[src/include/tile_config.svh]
`ifndef TILE_CONFIG_SVH
`define TILE_CONFIG_SVH

// packet field widths
`define NOC_ADDR_BITS   32
`define NOC_DATA_BITS   64
`define NOC_BSEL_BITS   8
`define NOC_MODID_BITS  8
`define NOC_MODE_BITS   4
`define ACC_WORD_BITS   32

`define TILE_HOME_MODID 8'h21

// address map in byte offsets
`define DMEM_START      32'h0000_0000
`define DMEM_WORDS      512
`define ACCMEM_START    32'h0000_1000
`define ACCMEM_WORDS    256
`define CONFIG_START    32'hF000_0000
`define CONFIG_REGS     2

`define MODE_WRITE      4'd0
`define MODE_READ_REQ   4'd1
`define MODE_READ_RESP  4'd2

`endif
[src/design/tile_pkg.sv]
`include "tile_config.svh"

package tile_pkg;

    // noc packet fields
    typedef logic [`NOC_ADDR_BITS-1:0]  noc_addr_t;
    typedef logic [`NOC_DATA_BITS-1:0]  noc_data_t;
    typedef logic [`NOC_BSEL_BITS-1:0]  noc_bsel_t;
    typedef logic [`NOC_MODID_BITS-1:0] noc_modid_t;
    typedef logic [`NOC_MODE_BITS-1:0]  noc_mode_t;

    // scratchpad payloads
    typedef logic [`NOC_DATA_BITS-1:0]  dmem_word_t;
    typedef logic [`ACC_WORD_BITS-1:0]  acc_word_t;

    // target of a decoded command
    typedef enum logic [1:0] {
        DMEM,
        ACCMEM,
        CONFIG,
        UNMAPPED
    } region_t;

endpackage

[src/design/noc_rx_stage.sv]
`timescale 1ns/1ps
`include "tile_config.svh"

module noc_rx_stage (
    input  logic                   clk_pm_i,
    input  logic                   rst_n_i,
    input  logic                   rx_wrreq_i,
    input  tile_pkg::noc_mode_t    rx_mode_i,
    input  tile_pkg::noc_addr_t    rx_addr_i,
    input  tile_pkg::noc_data_t    rx_data_i,
    input  tile_pkg::noc_bsel_t    rx_bsel_i,
    input  tile_pkg::noc_modid_t   rx_src_modid_i,
    input  tile_pkg::noc_modid_t   rx_trg_modid_i,
    input  logic                   stall_i,
    output logic                   rx_stall_o,
    output logic                   valid_o,
    output tile_pkg::noc_mode_t    mode_o,
    output tile_pkg::noc_addr_t    addr_o,
    output tile_pkg::noc_data_t    data_o,
    output tile_pkg::noc_bsel_t    bsel_o,
    output tile_pkg::noc_modid_t   src_modid_o
);

    logic valid_q;
    logic take;
    logic for_home;

    assign for_home   = (rx_trg_modid_i == `TILE_HOME_MODID);
    assign rx_stall_o = valid_q && stall_i;
    assign take       = rx_wrreq_i && !rx_stall_o && for_home;
    assign valid_o    = valid_q;

    always_ff @(posedge clk_pm_i) begin
        if (!rst_n_i) begin
            valid_q <= 1'b0;
        end else if (!rx_stall_o) begin
            valid_q <= take;   // foreign packets are swallowed here
        end
    end

    always_ff @(posedge clk_pm_i) begin
        if (take) begin
            mode_o      <= rx_mode_i;
            addr_o      <= rx_addr_i;
            data_o      <= rx_data_i;
            bsel_o      <= rx_bsel_i;
            src_modid_o <= rx_src_modid_i;
        end
    end

    // sender must hold its packet while we stall it
    a_rx_hold: assert property (@(posedge clk_pm_i) disable iff (!rst_n_i)
        rx_wrreq_i && rx_stall_o |=> rx_wrreq_i && $stable(rx_mode_i) &&
            $stable(rx_addr_i) && $stable(rx_data_i) && $stable(rx_bsel_i) &&
            $stable(rx_src_modid_i) && $stable(rx_trg_modid_i))
        else $error("rx packet changed while stalled");

endmodule

[config.mk]
export PLATFORM = sky130hd
export DESIGN_NAME = noc_rx_stage
export DESIGN_NICKNAME = d
export VERILOG_FILES = /design/src/design/tile_pkg.sv /design/src/design/noc_rx_stage.sv
export VERILOG_INCLUDE_DIRS = /design/src /design/src/include
export SDC_FILE = /design/constraint.sdc
export NUM_CORES = 1
export LEC_CHECK = 0
export BUFFER_PORTS_ARGS = -buffer_cell sky130_fd_sc_hd__buf_2
export CORE_MARGIN = 4
export CORE_UTILIZATION = 44
export CTS_CLUSTER_DIAMETER = 50
export CTS_CLUSTER_SIZE = 28
export DETAILED_ROUTE_END_ITERATION = 16
export GPL_TIMING_DRIVEN = 0
export PLACE_DENSITY = 0.85
export SLEW_MARGIN = 30
export SYNTH_ARGS = -nofsm -noshare
export SYNTH_HDL_FRONTEND = slang
export SYNTH_SLANG_ARGS = --single-unit
[constraint.sdc]
create_clock -name clk_pm_i -period 13.35 [get_ports clk_pm_i]
set_clock_uncertainty 0.05 [all_clocks]
set_input_delay 2.67 -clock clk_pm_i [delete_from_list [all_inputs] [get_ports clk_pm_i]]
set_output_delay 2.67 -clock clk_pm_i [all_outputs]
set_load 0.02 [all_outputs]
Word level (Yosys, flattened, before mapping)
Cells that the tools add are included.
- bits in registers: 117
- output and inout bits: 118
- word-level logic and storage cells: 11
- eq/ne operators: 1
- reductions and logical operators: 4
- operator list (cell ; number):
    8-bit by 6-bit == test with 1-bit output (second input constant) ; 1
    1-bit logical AND ; 3
    1-bit zero test ; 1

Longest topological paths before layout
- word-level depth: 4
- depth in mapped cells: 2
- gate-level depth less buffers: 2

Worst setup path after synthesis
No wires, ideal clock.
- kind: in2reg
- from: in rx_trg_modid_i[1]
- to: reg addr_o[0] (enable)
- library setup time: 654 ps
- arrival: 9273 ps
- data required time: 12646 ps
- path slack: 3373 ps
- cell stages on the path: 2
- path buffers: 0
- cells stage by stage: or3b_1 -> nor4_2
- word-level cells in the longest chain between the ends: 2
- RTL lines (element ; line ; RTL):
    from (decl) ; noc_rx_stage.sv:13 ; input tile_pkg::noc_modid_t rx_trg_modid_i,
    8-bit by 6-bit == test with 1-bit output (no source line) ; - ;
    1-bit logical AND ; noc_rx_stage.sv:30 ; assign take = rx_wrreq_i && !rx_stall_o && for_home;
    via take ; noc_rx_stage.sv:25 ; logic take;
    to (signal assigned) ; noc_rx_stage.sv:44 ; addr_o <= rx_addr_i;
    to (decl) ; noc_rx_stage.sv:18 ; output tile_pkg::noc_addr_t addr_o,
The timed path passes the listed nets, and every way through them passes these cells.
A chain may end at the register's enable or synchronous reset.

Final worst setup path
- from: in stall_i
- to: out rx_stall_o
- word-level cells in the longest chain between the ends: 1
- RTL lines (element ; line ; RTL):
    from (decl) ; noc_rx_stage.sv:14 ; input logic stall_i,
    1-bit logical AND ; noc_rx_stage.sv:29 ; assign rx_stall_o = valid_q && stall_i;
    to (decl) ; noc_rx_stage.sv:15 ; output logic rx_stall_o,
Every way passes these cells.

==> flow_summary_export.csv <==
group,metric,value,unit
cts,clk_pin_slew,0.06,ns
flow_run,maxCapViolCount,0,
finish,drive_above_1_share,0.693,
cts,h-tree-depth,4,
place,io_buffers,245,
logic_synthesis,syn_nets,253,
logic_synthesis,syn_area,0.00357,sq mm
detailed_routing,antenna_left,0,
worst_setup_path,crit_fanout,2,
worst_setup_path,worst-path-buf-inv,2,
sta,worst_pin_slew,0.382,ns
die,rows,32,
cts,cts_tree,"yes",
worst_setup_path,crit_chain,"buf_2 > and2_1 > buf_2",
cts,cts_root_buf,"clkbuf_8",
finish,layout_commonest_cell,"buf_2",
place,placed_cells,483,
detailed_routing,drt-initial-drc-count,73,
die,core,0.00781,sq mm
logic_synthesis,yosysSeqAreaShare,0.981,
detailed_routing,drt-pass1-iter-count,4,
worst_setup_path,crit_family,"buffers and inverters",
logic_synthesis,ys_types,9,
detailed_routing,drc,0,
sta,layout_setup_ws,7.51,ns
sta,setup_viol,0,
cts,clkLatencyLatePin,0.49,ns
die,initial_core_util,0.458,
sta,max_freq,0.171,GHz
finish,fin_util,0.714,
global_route,track_usage,0.186,
logic_synthesis,ys_ff_latch,117,
power,leakage,2.36,nW
finish,antenna_cells,0,
finish,layout.cells.most_common_list,"245 x buf_2, 116 x edfxtp_1, 16 x clkbuf_16, 10 x buf_4, 4 x clkinv_2",
global_route,grt_max_degree,17,
cts,clk_path_buf_depth,2,
detailed_routing,drt_wl_total,8820,um
finish,final_nets,528,
sta,hold_viol,0,
sta,worst_slew_margin_rel,0.744,
detailed_routing,vias,2300,
global_route,antenna_found_initial,0,
logic_synthesis,yosysWarnings,0,
status,status,"complete, no violations",
logic_synthesis,postSynthAreaPerCell,28.6,sq um
global_route,grt.overflow.total,0,
logic_synthesis,syn-instance-count,125,
cts,cts_buffers,17,
cts,cts_resized,0,
worst_setup_path,critPathKind,"primary input to output port",
worst_setup_path,crit_required,10.63,ns
sta,post-route-period-util,0.437,
detailed_routing,detail_route.vias_per_cell,4.49,
sta,setup_tns,0,ns
cts,clock-sinks,117,
worst_setup_path,cp-end-kind,"output port",
worst_setup_path,crit_arrival,3.12,ns
finish,final_cell_count_no_fill,512,
die,ios,246,
cts,cts_setup_buffers,0,
place,dp_slack,7.51,ns
finish,stdcell_area,0.00558,sq mm
place,hpwl,7130,um
global_route,grt_pass1_vias,2486,
sta,maxSlewViolCount,0,
power,ir_drop,0.104,mV
detailed_routing,wire_per_inst,17.2,um
die,die_h,98.1,um
power,power.density,152,mW/mm^2
sta,finalCriticalPeriod,5.84,ns
place,post_dp_cell_area,0.00502,sq mm
die,die_x,98.1,um
worst_setup_path,crit_path_max_incr_delay,0.18,ns
finish,synthToLayoutAreaGrowth,56.1,%
worst_setup_path,crit_path_top_delay_cell,"and2_1",
die,die_area,0.00962,sq mm
cts,cts_hold_buf,0,
global_route,grt_pass1_wl,13100,um
worst_setup_path,crit_path_start_kind,"primary input",
worst_hold_path,hp-class,"flip-flop to flip-flop",
worst_setup_path,cp_common_cell,"buf_2",
sta,rsz0062_at_grt,"false",
place,place_congestion,0.774,
==> worst register-to-register path, cell delays in order (launching register included) <==
cell and delay, ns:
dfxtp_1 0.31, and2_1 0.17, nor4_4 0.43, buf_4 0.27, buf_4 0.22, buf_6 0.17
buf_4 0.19, buf_4 0.21, buf_4 0.23
==> metrics by stage <==
stage / total power (W) / hold slack [ns]
floorplan: 0.000414 / 0.502
global placement: 0.000432 / 0.424
detailed placement: 0.000434 / 0.438
finish: 0.000846 / 0.444
CTS: 0.000854 / 0.449
global route: 0.000877 / 0.489
==> final timing paths <==
path	from	endpoint	slack, ns	cells after the start
hold / removal	valid_o	valid_o	0.44	2
hold reg to reg	valid_o	valid_o	0.44	2
setup / recovery	stall_i	rx_stall_o	7.51	3
setup reg to reg	valid_o	bsel_o[2]	10.81	8
==> cell type report <==
cell class                      instances  area [sq um]
Timing Repair Buffer                  256          1310
Clock buffer                           17           414
Fill cell                             536          2230
Tap cell                              102           128
Sequential cell                       117          3500
Clock inverter                         12           140
Multi-Input combinational cell          8          77.6
==> cells in the mapped netlist <==
library cell,count,share of area
dfxtp_1,1,0.0056
and2_1,1,0.0018
nor4_2,1,0.0035
or3b_1,1,0.0025
or2_1,1,0.0018
nand3_1,1,0.0014
o31ai_1,1,0.0021
nand4bb_1,2,0.0063
edfxtp_1,116,0.98
==> cell families (layout without fill, tap and decap cells) <==
logic type,count (synthesis),after routing,share of synthesized area
AO/OA/AOI/OAI,1,1,0.00210
buffers and inverters,0,285,0
flip-flops,117,117,0.981
AND/OR/NAND/NOR,7,7,0.0172
==> flip-flops by register name, summed over array words and instances, names as in the netlist <==
register	flops
addr_o	32
bsel_o	8
data_o	64
mode_o	4
src_modid_o	8
valid_o	1
==> per-layer routing <==
metal | global-route usage | wire (um) | part of all wire | vias to the layer above
met1 | 0.177 | 2850 | 0.32 | 1066
li1 | - | - | - | 1062
met5 | 0 | 0 | 0 | -
met3 | 0.107 | 1210 | 0.14 | 10
met2 | 0.323 | 4610 | 0.52 | 162
met4 | 0.0820 | 144 | 0.016 | 0
==> power by group <==
group | total [W] | switching (W) | leakage (nW) | internal [W]
Combinational | 0.0000211 | 0.00000736 | 1.04 | 0.0000137
Clock | 0.000420 | 0.000143 | 0.266 | 0.000277
Sequential | 0.000405 | 0.000000167 | 1.05 | 0.000405
Total | 0.000846 | 0.000150 | 2.36 | 0.000696
Note: power is estimated with default switching activity, not from simulation.
