**config.mk**
```make
export PLATFORM = sky130hd
export DESIGN_NAME = tcu_cmd_decode
export DESIGN_NICKNAME = d
export VERILOG_FILES = /design/src/design/tile_pkg.sv /design/src/design/tcu_cmd_decode.sv
export VERILOG_INCLUDE_DIRS = /design/src /design/src/include
export SDC_FILE = /design/constraint.sdc
export NUM_CORES = 1
export LEC_CHECK = 0
export BUFFER_PORTS_ARGS = -buffer_cell sky130_fd_sc_hd__buf_2
export CAP_MARGIN = 20
export CELL_PAD_IN_SITES_DETAIL_PLACEMENT = 1
export CELL_PAD_IN_SITES_GLOBAL_PLACEMENT = 2
export CORE_AREA = 2 2 129 144
export CTS_CLUSTER_DIAMETER = 30
export CTS_CLUSTER_SIZE = 25
export DETAILED_ROUTE_END_ITERATION = 16
export DIE_AREA = 0 0 131 146
export PLACE_DENSITY_LB_ADDON = 0.1
export SLEW_MARGIN = 20
export SYNTH_ARGS = -nofsm -noshare
export SYNTH_HDL_FRONTEND = slang
export SYNTH_SLANG_ARGS = --single-unit
```
**constraint.sdc**
```tcl
create_clock -name clk_pm_i -period 10.7 [get_ports clk_pm_i]
set_input_delay 0.535 -clock clk_pm_i [delete_from_list [all_inputs] [get_ports clk_pm_i]]
set_output_delay 0.535 -clock clk_pm_i [all_outputs]
set_load 0.03 [all_outputs]
```
**src/include/tile_config.svh**
```systemverilog
`ifndef TILE_CONFIG_SVH
`define TILE_CONFIG_SVH

// packet field widths
`define NOC_ADDR_BITS   32
`define NOC_DATA_BITS   64
`define NOC_BSEL_BITS   8
`define NOC_MODID_BITS  8
`define NOC_MODE_BITS   4
`define ACC_WORD_BITS   32

`define TILE_HOME_MODID 8'h21

// address map in byte offsets
`define DMEM_START      32'h0000_0000
`define DMEM_WORDS      512
`define ACCMEM_START    32'h0000_1000
`define ACCMEM_WORDS    256
`define CONFIG_START    32'hF000_0000
`define CONFIG_REGS     2

`define MODE_WRITE      4'd0
`define MODE_READ_REQ   4'd1
`define MODE_READ_RESP  4'd2

`endif
```
**src/design/tile_pkg.sv**
```systemverilog
`include "tile_config.svh"

package tile_pkg;

    // noc packet fields
    typedef logic [`NOC_ADDR_BITS-1:0]  noc_addr_t;
    typedef logic [`NOC_DATA_BITS-1:0]  noc_data_t;
    typedef logic [`NOC_BSEL_BITS-1:0]  noc_bsel_t;
    typedef logic [`NOC_MODID_BITS-1:0] noc_modid_t;
    typedef logic [`NOC_MODE_BITS-1:0]  noc_mode_t;

    // scratchpad payloads
    typedef logic [`NOC_DATA_BITS-1:0]  dmem_word_t;
    typedef logic [`ACC_WORD_BITS-1:0]  acc_word_t;

    // target of a decoded command
    typedef enum logic [1:0] {
        DMEM,
        ACCMEM,
        CONFIG,
        UNMAPPED
    } region_t;

endpackage

```
**src/design/tcu_cmd_decode.sv**
```systemverilog
`timescale 1ns/1ps
`include "tile_config.svh"

module tcu_cmd_decode (
    input  logic                   clk_pm_i,
    input  logic                   rst_n_i,
    input  logic                   valid_i,
    input  tile_pkg::noc_mode_t    mode_i,
    input  tile_pkg::noc_addr_t    addr_i,
    input  tile_pkg::noc_data_t    data_i,
    input  tile_pkg::noc_bsel_t    bsel_i,
    input  tile_pkg::noc_modid_t   src_modid_i,
    input  logic                   stall_i,
    output logic                   stall_o,
    output logic                   valid_o,
    output tile_pkg::region_t      region_o,
    output logic                   is_read_o,
    output tile_pkg::noc_addr_t    word_idx_o,
    output tile_pkg::noc_data_t    data_o,
    output tile_pkg::noc_bsel_t    bsel_o,
    output tile_pkg::noc_addr_t    rsp_addr_o,
    output tile_pkg::noc_modid_t   rsp_modid_o
);

    logic                valid_q;
    logic                known_mode;
    tile_pkg::noc_addr_t dmem_off;
    tile_pkg::noc_addr_t acc_off;
    tile_pkg::noc_addr_t cfg_off;
    tile_pkg::region_t   region_c;
    tile_pkg::noc_addr_t word_idx_c;

    assign known_mode = (mode_i == `MODE_WRITE) || (mode_i == `MODE_READ_REQ);
    assign dmem_off   = addr_i - `DMEM_START;
    assign acc_off    = addr_i - `ACCMEM_START;
    assign cfg_off    = addr_i - `CONFIG_START;

    // offsets wrap below each start, so one compare covers the range
    always_comb begin
        region_c   = tile_pkg::UNMAPPED;
        word_idx_c = '0;
        if (known_mode && dmem_off < `DMEM_WORDS * 8) begin
            region_c   = tile_pkg::DMEM;
            word_idx_c = dmem_off >> 3;
        end else if (known_mode && acc_off < `ACCMEM_WORDS * 4) begin
            region_c   = tile_pkg::ACCMEM;
            word_idx_c = acc_off >> 2;
        end else if (known_mode && cfg_off < `CONFIG_REGS * 8) begin
            region_c   = tile_pkg::CONFIG;
            word_idx_c = cfg_off >> 3;   // 8-byte registers
        end
    end

    assign stall_o = valid_q && stall_i;
    assign valid_o = valid_q;

    always_ff @(posedge clk_pm_i) begin
        if (!rst_n_i) begin
            valid_q <= 1'b0;
        end else if (!stall_o) begin
            valid_q <= valid_i;
        end
    end

    always_ff @(posedge clk_pm_i) begin
        if (valid_i && !stall_o) begin
            region_o    <= region_c;
            is_read_o   <= (mode_i == `MODE_READ_REQ);
            word_idx_o  <= word_idx_c;
            data_o      <= data_i;
            bsel_o      <= bsel_i;
            rsp_addr_o  <= addr_i;   // response echoes the request address
            rsp_modid_o <= src_modid_i;
        end
    end

endmodule

```
Yosys cells after proc, flatten, opt, wreduce, memory -nomap -nowiden

Cells that the tools add are included.
W data, S select, Z words.

Bits in registers: 148
Logic and storage cells: 31
Bits of input ports: 120
Output and inout port bits: 149

Reductions and logical operators: 9
Add/subtract/negate cells: 2
Muxes and demuxes: 5
Order comparisons: 3
Equal/unequal tests: 1

Operator list:

| cell                     | count |
|---|---|
| $mux W29                 | 2 |
| $lt A32 B11 Y1 const B   | 1 |
| $lt A32 B13 Y1 const B   | 1 |
| $lt A32 B5 Y1 const B    | 1 |
| $sub A32 B13 Y32 const B | 1 |
| $sub A32 B32 Y32 const B | 1 |
| $mux W30                 | 1 |
| $logic_and A1 B1 Y1      | 5 |
| $eq A4 B1 Y1 const B     | 1 |
| $logic_not A4 Y1         | 1 |
| $mux W1                  | 2 |
| $reduce_or A2 Y1         | 1 |
| $logic_not A1 Y1         | 1 |
| $logic_or A1 B1 Y1       | 1 |

Depth between registers and ports, before layout

Depth after elaboration: 6
Mapped depth: 9
Depth with buffers taken out: 8

Worst setup path after synthesis

OpenSTA, ideal clock, no wires.

Kind: input-to-reg
Start: in stall_i
End: reg bsel_o[0] (enable)
Arrival: 7.191 ns
Stages: 2
Path slack: 2.844 ns
Path through: and2_1 nor2b_1

Word-level cells in the longest chain between the ends: 3

RTL lines:

| what                 | RTL line             | text |
|---|---|---|
| start, declared      | tcu_cmd_decode.sv:13 | `input logic stall_i,` |
| $logic_and A1 B1 Y1  | tcu_cmd_decode.sv:54 | `assign stall_o = valid_q && stall_i;` |
| $logic_not A1 Y1     | tcu_cmd_decode.sv:66 | `if (valid_i && !stall_o) begin` |
| $logic_and A1 B1 Y1  | tcu_cmd_decode.sv:66 |  |
| end signal, assigned | tcu_cmd_decode.sv:71 | `bsel_o <= bsel_i;` |
| end, declared        | tcu_cmd_decode.sv:20 | `output tile_pkg::noc_bsel_t bsel_o,` |

No other way between the ends.
A chain may end at the register's enable or synchronous reset.

Worst setup path after layout

Start: reg valid_q (netlist: valid_o)
End: reg rsp_addr_o[13] (enable)

Word-level cells in the longest chain between the ends: 3

RTL lines:

| what                   | RTL line             | text |
|---|---|---|
| start, declared        | tcu_cmd_decode.sv:25 | `logic valid_q;` |
| start signal, assigned | tcu_cmd_decode.sv:61 | `valid_q <= valid_i;` |
| $logic_and A1 B1 Y1    | tcu_cmd_decode.sv:54 |  |
| $logic_not A1 Y1       | tcu_cmd_decode.sv:66 |  |
| $logic_and A1 B1 Y1    | tcu_cmd_decode.sv:66 |  |
| end signal, assigned   | tcu_cmd_decode.sv:72 | `rsp_addr_o <= addr_i;` |
| end, declared          | tcu_cmd_decode.sv:21 | `output tile_pkg::noc_addr_t rsp_addr_o,` |

No other way between the ends.

==> metrics.md <==
| Metric | Value |
|---|---|
| P_leak | 3.06 nW |
| Worst Path Required | 10.74 ns |
| Distinct cell type count after synthesis | 47 |
| Mux contribution to synthesized area | 0.00198 |
| Synth area leader | edfxtp_1 |
| Post-synthesis xor/xnor area fraction | 0.00173 |
| Synth Area in Compound Gates | 0.0480 |
| Worst-skew pair later-pin latency | 0.42 ns |
| Root Buffer | clkbuf_16 |
| Max Clock Freq | 328 MHz |
| Port Buffers | 266 |
| Yosys top cell area share | 0.861 |
| Worst vdd ir | 0.0000916 V |
| I/O pin count | 269 |
| Vias in the first global route | 3503 |
| Die span in x | 131 µm |
| DRC Markers | 0 |
| Flop pwr share | 0.470 |
| Status | finished, final reports clean |
| Post-CTS setup repair buffer count | 0 |
| Clock buffer depth | 2 |
| Pwr/cell area | 195 nW/µm² |
| Total CTS buffers | 17 |
| P_int | 1.08 mW |
| 1st-pass router iterations | 4 |
| Share of cells above drive strength 1 | 0.573 |
| Crit path cell chain | and2_1, nor2b_4, buf_4, buf_4 |
| Fill count | 1851 |
| H-tree depth | 4 |
| CP peak stage delay | 0.74 ns |
| Drt wl/cell | 18.3 µm |
| Cell mode on critical path | buf_4 |
| Seq/Total Area, Yosys | 0.865 |
| Commonest non-fill, non-tap cells in the layout | buf_2, edfxtp_1, conb_1, clkbuf_16, nor2_1 |
| Logic gate share of total power | 0.106 |
| Worst reg-to-reg path cell count | 4 |
| Psw | 0.360 mW |
| Vias per inst | 4.31 |
| First-pass GRT wire length | 20.8 mm |
| Clock Sinks | 146 |
| Worst setup EP type | register |
| Adder-Cell Fraction of Synth Area | 0.0124 |
| Area contributors post-synth | edfxtp_1, a32o_1, ha_1 |
| Setup-failing EPs final | 0 |
| Reg2reg start | valid_o |
| Final hold vios | 0 |
| Post-synth EDFFs | 145 |
| Synthesis-to-finish area growth | 45.5% |
| Clk slew on worst S/H paths | 0.07 ns |
| Core area | 17500 µm² |
| Post-route cell area | 7360 µm² |
| GP Congestion | 0.730 |
| Worst-margin pin slew | 0.818 ns |
| Placed Area | 6750 µm² |
| Synth Cell Area | 5050 µm² |
| Mapped Cells | 237 |
| Power share of the clock group | 0.424 |
| Max Clock Skew | 0.00961 ns |
| R2r setup slk | 7.65 ns |
| Max Slew Vio Count | 0 |
| NumNets Final | 662 |
| Final min period | 3.05 ns |
| Largest net degree at the start of global routing | 63 |
| Final TNS setup | 0 ns |
| Maxcap violations | 0 |
| Critical Path Slowest Stage Cell | buf_4 |
| Critical path class | reg2reg |
| Top FF cell, synth | edfxtp_1 |
| DIE AREA | 19100 µm² |
| Synth async-reset ratio | 0 |
| Largest family of logic cells by synthesized area | simple AND/OR/NAND/NOR gates |
| Sw frac | 0.250 |
| Hold-critical path endpoint | data_o[11] |
| Die Y | 146 µm |
| Routed wire length | 14.4 mm |
| R2r endpoint | rsp_addr_o[13] |
| Hold depth | 1 |
| Synth Area in Simple Gates | 0.0584 |
| CTS tree | done |
| Total track usage | 0.148 |
| Crit path max fanout | 62 |
| Total congestion overflow | 0 |
| First DRT Iteration DRCs | 117 |
| Synthesized area per cell | 21.3 µm² |
| Hold_ws | 0.288 ns |
| Slew Limit Headroom | 0.453 |
| Worst setup SP type | register |
| CTS resizes | 0 |
| Part of the cycle the worst path needs | 0.285 |
| Synth Register Bits | 146 |
| Initial Utilization | 0.288 |
| # hold bufs at CTS | 0 |
| Site Rows | 51 |
| Via count | 3399 |
| CP arrival | 3.09 ns |
| Hold path start | data_i[11] |
| Initial antenna violation count | 1 |
| YS warnings | 0 |
| RSZ-0062 raised after global routing | false |
| Routed Antenna Nets | 0 |
| HPWL Detailed | 11.1 mm |
| Hold crit path type | in2reg |
| Most common cell after layout, fill and taps aside | buf_2 |
[critical path, delay by kind of cell, from the launching register on]
family                 cells  cell delay, ns
DFF                        1            0.30
and+or+nand+nor            2            0.84
buffers and inverters      2            1.44
[cell families (layout without fill, tap and decap cells)]
logic type | Yosys count | count (layout)
other | 1 | 19
buffers and inverters | 13 | 309
xor gates and xnor gates | 1 | 1
muxes | 1 | 1
and+or+nand+nor | 45 | 45
AOI/OAI and AO/OA | 25 | 25
DFF | 146 | 146
adders and majority gates | 5 | 5
[state kept, by name, summed over array words and instances, names as in the netlist]
register,flops
rsp_modid_o,8
word_idx_o,30
bsel_o,8
rsp_addr_o,32
is_read_o,1
region_o,2
valid_o,1
data_o,64
[power by group through the flow]
stage / Clock [mW] / Combinational [mW] / Sequential [mW]
after floorplan: 0 / 0.0214 / 0.761
after global placement: 0 / 0.154 / 0.687
after detailed placement: 0 / 0.155 / 0.689
after CTS: 0.627 / 0.156 / 0.677
after global routing: 0.648 / 0.163 / 0.679
final: 0.609 / 0.153 / 0.676
[through the flow]
stage	cells	worst slack (ns)	util	total power, mW
after global routing	789	7.40	0.419	1.49
after detailed placement	756	7.20	0.384	0.844
final	789	7.65	0.419	1.44
after global placement	756	7.32	0.384	0.841
after CTS	788	7.55	0.419	1.46
after floorplan	254	2.84	-	0.782
[cell usage after synthesis (2+ instances only)]
cell	instances
nor2_1	12
or2_2	2
nand2_1	3
buf_4	2
ha_1	5
nor3b_1	2
inv_1	8
edfxtp_1	145
nand3_1	2
nor4_1	3
nor3_1	2
nor2b_1	2
a32o_1	8
or4_1	2
a31oi_1	2
and2_1	3
or4_4	2
or3_1	3
[final cells by class]
class	instances	area, µm²	area share
Sequential cell	146	4370	0.595
Clock buffer	17	425	0.0578
Inverter	9	33.8	0.00459
Multi-Input combinational cell	95	694	0.0944
Antenna cell	1	2.50	0.000340
Clock inverter	15	183	0.0248
Tap cell	238	298	0.0405
Timing Repair Buffer	268	1350	0.183
[worst max path at each step]
| stage | cells past startpoint | slack [ns] | endpoint | from |
|---|---|---|---|---|
| 4_1_cts | 4 | 7.55 | rsp_addr_o[13] | valid_o |
| 6_report | 4 | 7.65 | rsp_addr_o[13] | valid_o |
| 3_3_place_gp | 5 | 7.32 | word_idx_o[14] | stall_i |
| 3_5_place_dp | 5 | 7.20 | data_o[53] | stall_i |
| 5_1_grt | 4 | 7.40 | rsp_addr_o[13] | valid_o |
| 2_1_floorplan | 2 | 2.84 | bsel_o[0] | stall_i |
[layer usage]
metal  vias to the layer above  track usage  wire length (µm)
li1                       1547            -                 -
met1                      1664        0.155              5230
met2                       170        0.266              7610
met3                        18       0.0493              1320
met4                         0       0.0622               265
met5                         -            0                 0
Note: power is estimated with default switching activity, not from simulation.
