$ cat src/include/tile_config.svh
`ifndef TILE_CONFIG_SVH
`define TILE_CONFIG_SVH

// packet field widths
`define NOC_ADDR_BITS   32
`define NOC_DATA_BITS   64
`define NOC_BSEL_BITS   8
`define NOC_MODID_BITS  8
`define NOC_MODE_BITS   4
`define ACC_WORD_BITS   32

`define TILE_HOME_MODID 8'h21

// address map in byte offsets
`define DMEM_START      32'h0000_0000
`define DMEM_WORDS      512
`define ACCMEM_START    32'h0000_1000
`define ACCMEM_WORDS    256
`define CONFIG_START    32'hF000_0000
`define CONFIG_REGS     2

`define MODE_WRITE      4'd0
`define MODE_READ_REQ   4'd1
`define MODE_READ_RESP  4'd2

`endif
$ cat src/design/tile_pkg.sv
`include "tile_config.svh"

package tile_pkg;

    // noc packet fields
    typedef logic [`NOC_ADDR_BITS-1:0]  noc_addr_t;
    typedef logic [`NOC_DATA_BITS-1:0]  noc_data_t;
    typedef logic [`NOC_BSEL_BITS-1:0]  noc_bsel_t;
    typedef logic [`NOC_MODID_BITS-1:0] noc_modid_t;
    typedef logic [`NOC_MODE_BITS-1:0]  noc_mode_t;

    // scratchpad payloads
    typedef logic [`NOC_DATA_BITS-1:0]  dmem_word_t;
    typedef logic [`ACC_WORD_BITS-1:0]  acc_word_t;

    // target of a decoded command
    typedef enum logic [1:0] {
        DMEM,
        ACCMEM,
        CONFIG,
        UNMAPPED
    } region_t;

endpackage

$ cat src/design/noc_tx_stage.sv
`timescale 1ns/1ps
`include "tile_config.svh"

module noc_tx_stage (
    input  logic                   clk_pm_i,
    input  logic                   rst_n_i,
    input  logic                   valid_i,
    input  tile_pkg::noc_data_t    data_i,
    input  tile_pkg::noc_addr_t    addr_i,
    input  tile_pkg::noc_modid_t   modid_i,
    input  logic                   tx_stall_i,
    output logic                   stall_o,
    output logic                   tx_wrreq_o,
    output tile_pkg::noc_mode_t    tx_mode_o,
    output tile_pkg::noc_addr_t    tx_addr_o,
    output tile_pkg::noc_data_t    tx_data_o,
    output tile_pkg::noc_modid_t   tx_trg_modid_o
);

    logic wrreq_q;

    assign stall_o    = wrreq_q && tx_stall_i;
    assign tx_wrreq_o = wrreq_q;
    assign tx_mode_o  = `MODE_READ_RESP;   // only responses leave the tile

    always_ff @(posedge clk_pm_i) begin
        if (!rst_n_i) begin
            wrreq_q <= 1'b0;
        end else if (!stall_o) begin
            wrreq_q <= valid_i;
        end
    end

    always_ff @(posedge clk_pm_i) begin
        if (valid_i && !stall_o) begin
            tx_addr_o      <= addr_i;
            tx_data_o      <= data_i;
            tx_trg_modid_o <= modid_i;   // back to the requester
        end
    end

    // the memory stage must keep a blocked response steady
    a_rsp_hold: assert property (@(posedge clk_pm_i) disable iff (!rst_n_i)
        valid_i && stall_o |=> valid_i && $stable(data_i) && $stable(addr_i) &&
            $stable(modid_i))
        else $error("response changed while stalled");

endmodule

$ cat config.mk
export PLATFORM = sky130hd
export DESIGN_NAME = noc_tx_stage
export DESIGN_NICKNAME = d
export VERILOG_FILES = /design/src/design/tile_pkg.sv /design/src/design/noc_tx_stage.sv
export VERILOG_INCLUDE_DIRS = /design/src /design/src/include
export SDC_FILE = /design/constraint.sdc
export NUM_CORES = 1
export LEC_CHECK = 0
export BUFFER_PORTS_ARGS = -buffer_cell sky130_fd_sc_hd__buf_4
export CAP_MARGIN = 20
export CORE_MARGIN = 10
export CORE_UTILIZATION = 37
export CTS_BUF_LIST = sky130_fd_sc_hd__clkbuf_16
export DETAILED_ROUTE_END_ITERATION = 10
export PLACE_DENSITY = 0.86
export SETUP_SLACK_MARGIN = 0.4
export SYNTH_ARGS = -nofsm -noshare
export SYNTH_HDL_FRONTEND = slang
export SYNTH_SLANG_ARGS = --single-unit
$ cat constraint.sdc
create_clock -name clk_pm_i -period 5.9 [get_ports clk_pm_i]
set_input_delay 0.59 -clock clk_pm_i [delete_from_list [all_inputs] [get_ports clk_pm_i]]
set_output_delay 0.59 -clock clk_pm_i [all_outputs]
set_load 0.1 [all_outputs]
# After elaboration in Yosys (flattened, before gate mapping)
# Index checks and enable logic that the tools add are counted.
op_classes:
  n_reduce_logical: 3
ops:
  columns: ["operator", "count"]
  rows:
  - ["logical AND 1 bit", 2]
  - ["zero test 1 bit", 1]
totals:
  input_bits: 108
  reg_bits: 105
  out_inout_bits: 110

# Logic depth before layout (Yosys ltp)
# Gate-level depths: netlist of run 1.
logic_depth:
  depth_word: 3
  depth_mapped: 2
  ltp_nobuf: 2

# Worst setup path before layout of run 1
# OpenSTA, ideal clock, no wires.
synth_timing:
  path_kind: "reg2reg"
  start: "register wrreq_q (netlist: tx_wrreq_o)"
  end: "register tx_addr_o[0] (enable)"
  stages_incl_launch_ff: 3
  path_slack_ns: -0.325
  t_required_ns: 5.322
  t_arrival_ns: 5.647
  path_cell_list: "dfxtp_1 > and2_4 > nor2b_1"
synth_via:
  elab_chain_cells: 3
synth_rtl:
  columns: ["item", "line_no", "text"]
  rows:
  - ["from (decl)", "noc_tx_stage.sv:20", "logic wrreq_q;"]
  - ["from (signal assigned)", "noc_tx_stage.sv:30", "wrreq_q <= valid_i;"]
  - ["logical AND 1 bit", "noc_tx_stage.sv:22", "assign stall_o = wrreq_q && tx_stall_i;"]
  - ["named net stall_o", "noc_tx_stage.sv:12", "output logic stall_o,"]
  - ["zero test 1 bit", "noc_tx_stage.sv:35", "if (valid_i && !stall_o) begin"]
  - ["logical AND 1 bit", "noc_tx_stage.sv:35", null]
  - ["to (signal assigned)", "noc_tx_stage.sv:36", "tx_addr_o <= addr_i;"]
  - ["to (decl)", "noc_tx_stage.sv:15", "output tile_pkg::noc_addr_t tx_addr_o,"]
# The timed path passes the listed nets, and every way through them passes these cells.
# A chain may end at the register's enable or synchronous reset.

# Worst setup path after layout of run 1
layout_timing:
  start: "register wrreq_q (netlist: tx_wrreq_o)"
  end: "output stall_o"
layout_via:
  elab_chain_cells: 1
layout_rtl:
  columns: ["item", "line_no"]
  rows:
  - ["logical AND 1 bit", "noc_tx_stage.sv:22"]
  - ["to (decl)", "noc_tx_stage.sv:12"]
# No other way between the ends.

==> results of run 1 <==
synth_stat cells, drive strengths merged:
cell	number	share of area
o21a	1	0.0023
edfxtp	104	0.98
nor2b	1	0.0020
and2	1	0.0027
conb	2	0.0023
dfxtp	1	0.0063
buf	4	0.0094
stage by stage:
stage,util,instance area [um^2],setup slack [ps]
floorplan,-,3210,1670
global placement,0.592,4930,4020
detailed placement,0.592,4930,3990
CTS,0.628,5240,4160
global route,0.628,5240,4140
finish,0.628,5240,4180
critical path: cells and delay by family (launching register included):
family / cells / cell delay, ps
buf+inv: 1 / 290
simple gates: 1 / 170
flops: 1 / 340
report_power, final:
group          leakage (nW)  internal [W]  switching (W)  total [W]
combinational          1.06     0.0000968       0.000363   0.000459
clock                 0.142      0.000332       0.000258   0.000591
sequential             1.01      0.000872      0.0000120   0.000884
total                  2.22       0.00130       0.000633    0.00193
state kept, by name, summed over array words and instances, names as in the netlist:
register and cells:
tx_addr_o 32, tx_data_o 64, tx_wrreq_o 1, tx_trg_modid_o 8
path summary, 6_finish.rpt:
kind / cells after the start / from / endpoint / slack, ps
worst max-delay path: 2 / tx_wrreq_o$_SDFFE_PN0N_ / stall_o / 4180
worst min-delay path: 1 / addr_i[18] / tx_addr_o[18]$_DFFE_PP_ / 420
worst max register to register: 3 / tx_wrreq_o$_SDFFE_PN0N_ / tx_data_o[59]$_DFFE_PP_ / 4400
worst min register to register: 2 / tx_wrreq_o$_SDFFE_PN0N_ / tx_wrreq_o$_SDFFE_PN0N_ / 640
kinds of logic after synthesis:
| kind of cell | count (synthesis) | synth area share |
|---|---|---|
| other cells | 2 | 0.00234 |
| simple gates | 2 | 0.00469 |
| buf+inv | 4 | 0.00938 |
| compound gates | 1 | 0.00234 |
| flops | 105 | 0.981 |
final cells by class:
| type | instances | area, um^2 | share of cell area |
|---|---|---|---|
| clock buffers | 9 | 225 | 0.0430 |
| clock inverters | 7 | 77.6 | 0.0148 |
| multi-input cells | 7 | 45.0 | 0.00860 |
| flip-flops and latches | 105 | 3140 | 0.600 |
| well taps | 105 | 131 | 0.0251 |
| repair buffers | 215 | 1610 | 0.308 |
routing by layer:
metal  global-route usage  routed length (um)  share of wire  vias up
li1                     -                   -              -      892
met1                0.132                3030           0.33      918
met2                0.238                4750           0.52      133
met3               0.0845                1230           0.14       10
met4               0.0491                 103          0.011        0
met5                    0                   0              0        -
cells in the final DEF, fill, tap and decap left out:
| cell | Yosys | layout |
|---|---|---|
| inv_8 | 0 | 1 |
| clkinv_1 | 0 | 1 |
| bufinv_16 | 0 | 1 |
| edfxtp_1 | 104 | 104 |
| buf_4 | 4 | 215 |
| clkinv_4 | 0 | 1 |
| nor2b_4 | 0 | 1 |
| dfxtp_1 | 1 | 1 |
| and2_4 | 1 | 1 |
| clkbuf_16 | 0 | 9 |
| conb_1 | 2 | 4 |
| o21a_1 | 1 | 1 |
| inv_6 | 0 | 1 |
| clkinvlp_4 | 0 | 2 |
==> metrics.txt, run 1 <==
crit end category=output pin; nets@finish=446; final critical-path share of the clock period=0.291; area growth from synthesis to layout=63.5%; DRT Pass-1 Iters=4; Hold Crit Class=in -> reg; Peak Freq=0.583 GHz; vias in the first global route=2201; Fin. Hold Viols=0; IO Port Bufs=213; CP peak stage delay=340 ps; Rel. slew slack=0.560; CP arrival=1130 ps; worst-skew pair later-pin latency=340 ps; Avg Inst Size Synth=28.1 um^2; row count=33; CP Max Fanout=3; vias per std cell=4.36; core area=0.00834 mm^2; H-tree depth=3; post-cts hold buffer count=0; slowest CP cell=dfxtp_1; Die Wd=113 um; total wire length=9.12 mm; MaxCap Viol Count=0; CTS tree=done; critical path class=reg -> out; n_diodes=0; yosys warns=0; post-route ant nets=0; startpoint type of the worst setup path=register; Remaining Overflow, GRT=0; Final TNS setup=0 ps; antenna violations before repair=0; register clock-pin slew on the reported worst setup and hold paths=70 ps; post-synthesis cell count=114; Setup Buffers After CTS=0; Worst VDD drop=0.000205 V; drt drc=0; min Tclk post-route=1720 ps; Cell Chain, Critical Path=and2_4 > buf_4; placed cells=432; final non-filler cell total=448; Slew @ Worst Pin=660 ps; Tot GR Track Use=0.138; Syn Std Cell Area=0.00320 mm^2; vias after detailed routing=1953; Design Power=0.00193 W; Min Hold Slack=425 ps; IO Count=218; Yosys cell types=7; DRT iter0 DRCs=72; RSZ-0062 raised after global routing=no; largest net degree at the start of global routing=54; Static Leak=2.22 nW; outcome=complete, no violations; Seq cells post-synth=105; total die area=0.0128 mm^2; first-pass GRT wire length=13.3 mm; sequential share of the synthesized area=0.981; max-slew violation count=0; CTS root buf=clkbuf_16; final setup vio count=0; Worst Skew=7.23 ps; DIE HEIGHT=113 um; CTS Buf Count=9; WL/cell=20.3 um; filler cell count=608; Placer Congestion=0.711; Post-CTS Resized=0; Data required, critical path=5310 ps; share of post-route cells with drive strength above 1=0.676; PD cells=369 mW/mm^2; Bufs on Longest Clock Path=2; clock sinks=105; initial core utilization=0.384
No activity file was read; power rests on OpenSTA's default activity.
==> run 2: changes to the inputs <==
==> constraint.sdc (replaced) <==
create_clock -name clk_pm_i -period 1.45 [get_ports clk_pm_i]
set_input_delay 0.145 -clock clk_pm_i [delete_from_list [all_inputs] [get_ports clk_pm_i]]
set_output_delay 0.145 -clock clk_pm_i [all_outputs]
set_load 0.1 [all_outputs]
==> metrics.txt, run 2 <==
Bufs on Longest Clock Path=2 (unchanged); Die Wd=113 um (unchanged); Yosys cell types=7 (unchanged); Avg Inst Size Synth=28.1 um^2 (unchanged); post-cts hold buffer count=101 (+101); Syn Std Cell Area=0.00320 mm^2 (unchanged); sequential share of the synthesized area=0.981 (unchanged); Setup Buffers After CTS=4 (+4); multiplexer share of the synthesized area=0 (unchanged); stage reached=4_1_cts; Placer Congestion=0.753 (+5.9%); CTS Buf Count=9 (unchanged); dpl hpwl=7.29 mm; outcome=did not finish; Synth area leader=edfxtp_1; initial core utilization=0.384 (unchanged); DIE HEIGHT=113 um (unchanged); Synth Area in Simple Gates=0.00469 (unchanged); Synth Area in Compound Gates=0.00234 (unchanged); Post-synth ARST share=0 (unchanged); number of synthesized flops with an enable pin=104 (unchanged); area share of fa/ha/maj cells after synthesis=0 (unchanged); Post-CTS Resized=107 (+107); dominant combinational cell family by area after synthesis=buffers and inverters; Place WS=134 ps (-3860 ps); Synth Flop Type=edfxtp_1; tool error=[ERROR RSZ-0060] Max buffer count reached.; Area contributors post-synth=edfxtp_1 (97%), buf_4 (0.94%), dfxtp_1 (0.63%), and2_4 (0.27%), conb_1 (0.23%); most common cell in the netlist=edfxtp_1; clock sinks=105 (unchanged); synth cell count leaders=edfxtp_1 (104), buf_4 (4), conb_1 (2); IO Count=218 (unchanged); row count=33 (unchanged); IO Port Bufs=213 (unchanged); Post-Synth XOR/XNOR Area=0 (unchanged); yosys warns=0 (unchanged); area fraction of the dominant cell type after synthesis=0.975 (unchanged); post-synthesis cell count=114 (unchanged); CTS root buf=clkbuf_16; Seq cells post-synth=105 (unchanged); H-tree depth=3 (unchanged)
## run 2: cell families after synthesis
kind of cell / Yosys count
simple gates: 2
flops: 105
buf+inv: 4
other cells: 2
compound gates: 1
## run 2: stage by stage
stage	utilization	cells	setup TNS, ps	hold WS, ps	instance area, um^2
detailed placement	0.595	432	0	324	4960
global placement	0.595	432	0	323	4960
floorplan	-	116	-136170	244	3220
==> run 3: changes to the inputs <==
--- a/config.mk
+++ b/config.mk
@@ -9,11 +9,9 @@
 export BUFFER_PORTS_ARGS = -buffer_cell sky130_fd_sc_hd__buf_4
 export CAP_MARGIN = 20
 export CORE_MARGIN = 10
-export CORE_UTILIZATION = 37
-export CTS_BUF_LIST = sky130_fd_sc_hd__clkbuf_16
+export CORE_UTILIZATION = 35
 export DETAILED_ROUTE_END_ITERATION = 10
-export PLACE_DENSITY = 0.86
-export SETUP_SLACK_MARGIN = 0.4
+export PLACE_DENSITY_LB_ADDON = 0.15
 export SYNTH_ARGS = -nofsm -noshare
 export SYNTH_HDL_FRONTEND = slang
 export SYNTH_SLANG_ARGS = --single-unit
==> constraint.sdc (replaced) <==
create_clock -name clk_pm_i -period 1.9 [get_ports clk_pm_i]
set_input_delay 0.19 -clock clk_pm_i [delete_from_list [all_inputs] [get_ports clk_pm_i]]
set_output_delay 0.19 -clock clk_pm_i [all_outputs]
set_load 0.1 [all_outputs]
==> metrics.txt, run 3 (synthesis results as in run 1) <==
IO Port Bufs=213 (unchanged); Comb pwr share=0.285; CP Max Fanout=59; CTS Buf Count=9 (unchanged); leading registers by flop count=tx_data_o (64), tx_addr_o (32), tx_trg_modid_o (8); filler cell count=567; WL/cell=19.3 um; drt drc=0; share of post-route cells with drive strength above 1=0.526; Worst Skew=8.44 ps; IO Count=218 (unchanged); final non-filler cell total=547; DRT Pass-1 Iters=4; post-route cell area=0.00612 mm^2; Worst Hold Path Cells=1; DRT iter0 DRCs=96; final setup vio count=0; Remaining Overflow, GRT=0; Psw=0.00192 W; largest reg by FF count=tx_data_o; Post-Place Cell Area=0.00497 mm^2 (about the same); vias after detailed routing=2333; row count=34 (+3.0%); placed cells=435 (+0.69%); max layer used=met4; total wire length=10.6 mm; PD cells=925 mW/mm^2; final worst-path setup slack=539 ps; footprint of the multi-input gates=45.0 um^2; final critical-path share of the clock period=0.716; crit end category=register; H-tree depth=3 (unchanged); Net Sw Frac=0.340; Static Leak=2.58 nW; worst-case reg-to-reg path depth=3; Die Wd=116 um (+2.3%); register clock-pin slew on the reported worst setup and hold paths=90 ps; Internal Power=0.00374 W; flop2flop setup slack=540 ps; Post-CTS Resized=0 (-100%); Register Area=0.00315 mm^2; Worst VDD drop=0.000529 V; core area=0.00881 mm^2; outcome=complete, no violations; Fin. Hold Viols=0; Place WS=569 ps (+435 ps); Design Power=0.00566 W; startpoint type of the worst setup path=register; wire length on met2=5.25 mm; Placer Congestion=0.692 (-8.1%); nets@finish=543; Hold Crit Class=in -> reg; total die area=0.0134 mm^2; Tot GR Track Use=0.152; largest net degree at the start of global routing=60; DIE HEIGHT=116 um (+2.3%); worst-skew pair later-pin latency=340 ps; min Tclk post-route=1360 ps; CP arrival=1380 ps; CTS tree=done; critical path class=reg -> reg; MaxCap Viol Count=0; Bufs on Longest Clock Path=2 (unchanged); clock sinks=105 (unchanged); RSZ-0062 raised after global routing=no; antenna violations before repair=0; commonest non-fill, non-tap cell in the layout=buf_4; initial core utilization=0.364 (-0.0203); max-slew violation count=0; n_diodes=0; most frequent cells in the layout=buf_4 (213), edfxtp_1 (104), dlygate4sd3_1 (97); Largest register FFs=64; vias in the first global route=2633; Peak Freq=0.735 GHz; Data required, critical path=1910 ps; CTS root buf=clkbuf_8; Min Hold Slack=27.2 ps; metal3 WL=1.31 mm; post-route ant nets=0; sequential share of power=0.484; area growth from synthesis to layout=91.1%; first-pass GRT wire length=15.3 mm; power share of the clock group=0.231; vias per std cell=4.27; met1 WL=3.80 mm
-- run 3: path summary, 6_finish.rpt --
kind                                         startpoint                      end
worst max-delay path            tx_wrreq_o$_SDFFE_PN0N_   tx_data_o[8]$_DFFE_PP_
worst min-delay path                         addr_i[14]  tx_addr_o[14]$_DFFE_PP_
worst max register to register  tx_wrreq_o$_SDFFE_PN0N_   tx_data_o[8]$_DFFE_PP_
worst min register to register  tx_wrreq_o$_SDFFE_PN0N_  tx_wrreq_o$_SDFFE_PN0N_
-- run 3: layer usage --
layer  global-route usage  vias to the layer above
met5                    0                        -
met1                0.160                     1092
met2                0.257                      142
li1                     -                     1083
met3               0.0744                       16
met4               0.0575                        0
-- run 3: through the flow --
stage / TNS [ps] / util
after floorplan: -89370 / -
after global placement: 0 / 0.564
after detailed placement: 0 / 0.564
after CTS: 0 / 0.686
after global routing: 0 / 0.695
final: 0 / 0.695
-- run 3: worst max-delay path, cell delays in order, from the launching register on --
cell,delay [ps]
dfxtp_4,350
and2_4,170
nor2b_4,170
buf_12,310
-- run 3: power by group through the flow --
stage               sequential (W)  combinational [W]  clock [W]
global placement           0.00279            0.00144          0
CTS                        0.00274            0.00160    0.00136
detailed placement         0.00279            0.00145          0
global route               0.00276            0.00166    0.00146
floorplan                  0.00374          0.0000928          0
finish                     0.00274            0.00161    0.00131
-- run 3: timing repair --
item,4_1_cts,5_1_grt
buffers inserted,0,0
hold buffers,89,8
hold endpoints to repair,89,8
-- run 3: layout make-up --
type | count | share of cell area
Clock inverter | 6 | 0.00981
Sequential cell | 105 | 0.514
Clock buffer | 9 | 0.0202
Multi-Input combinational cell | 7 | 0.00736
Timing Repair Buffer | 312 | 0.426
Tap cell | 108 | 0.0221
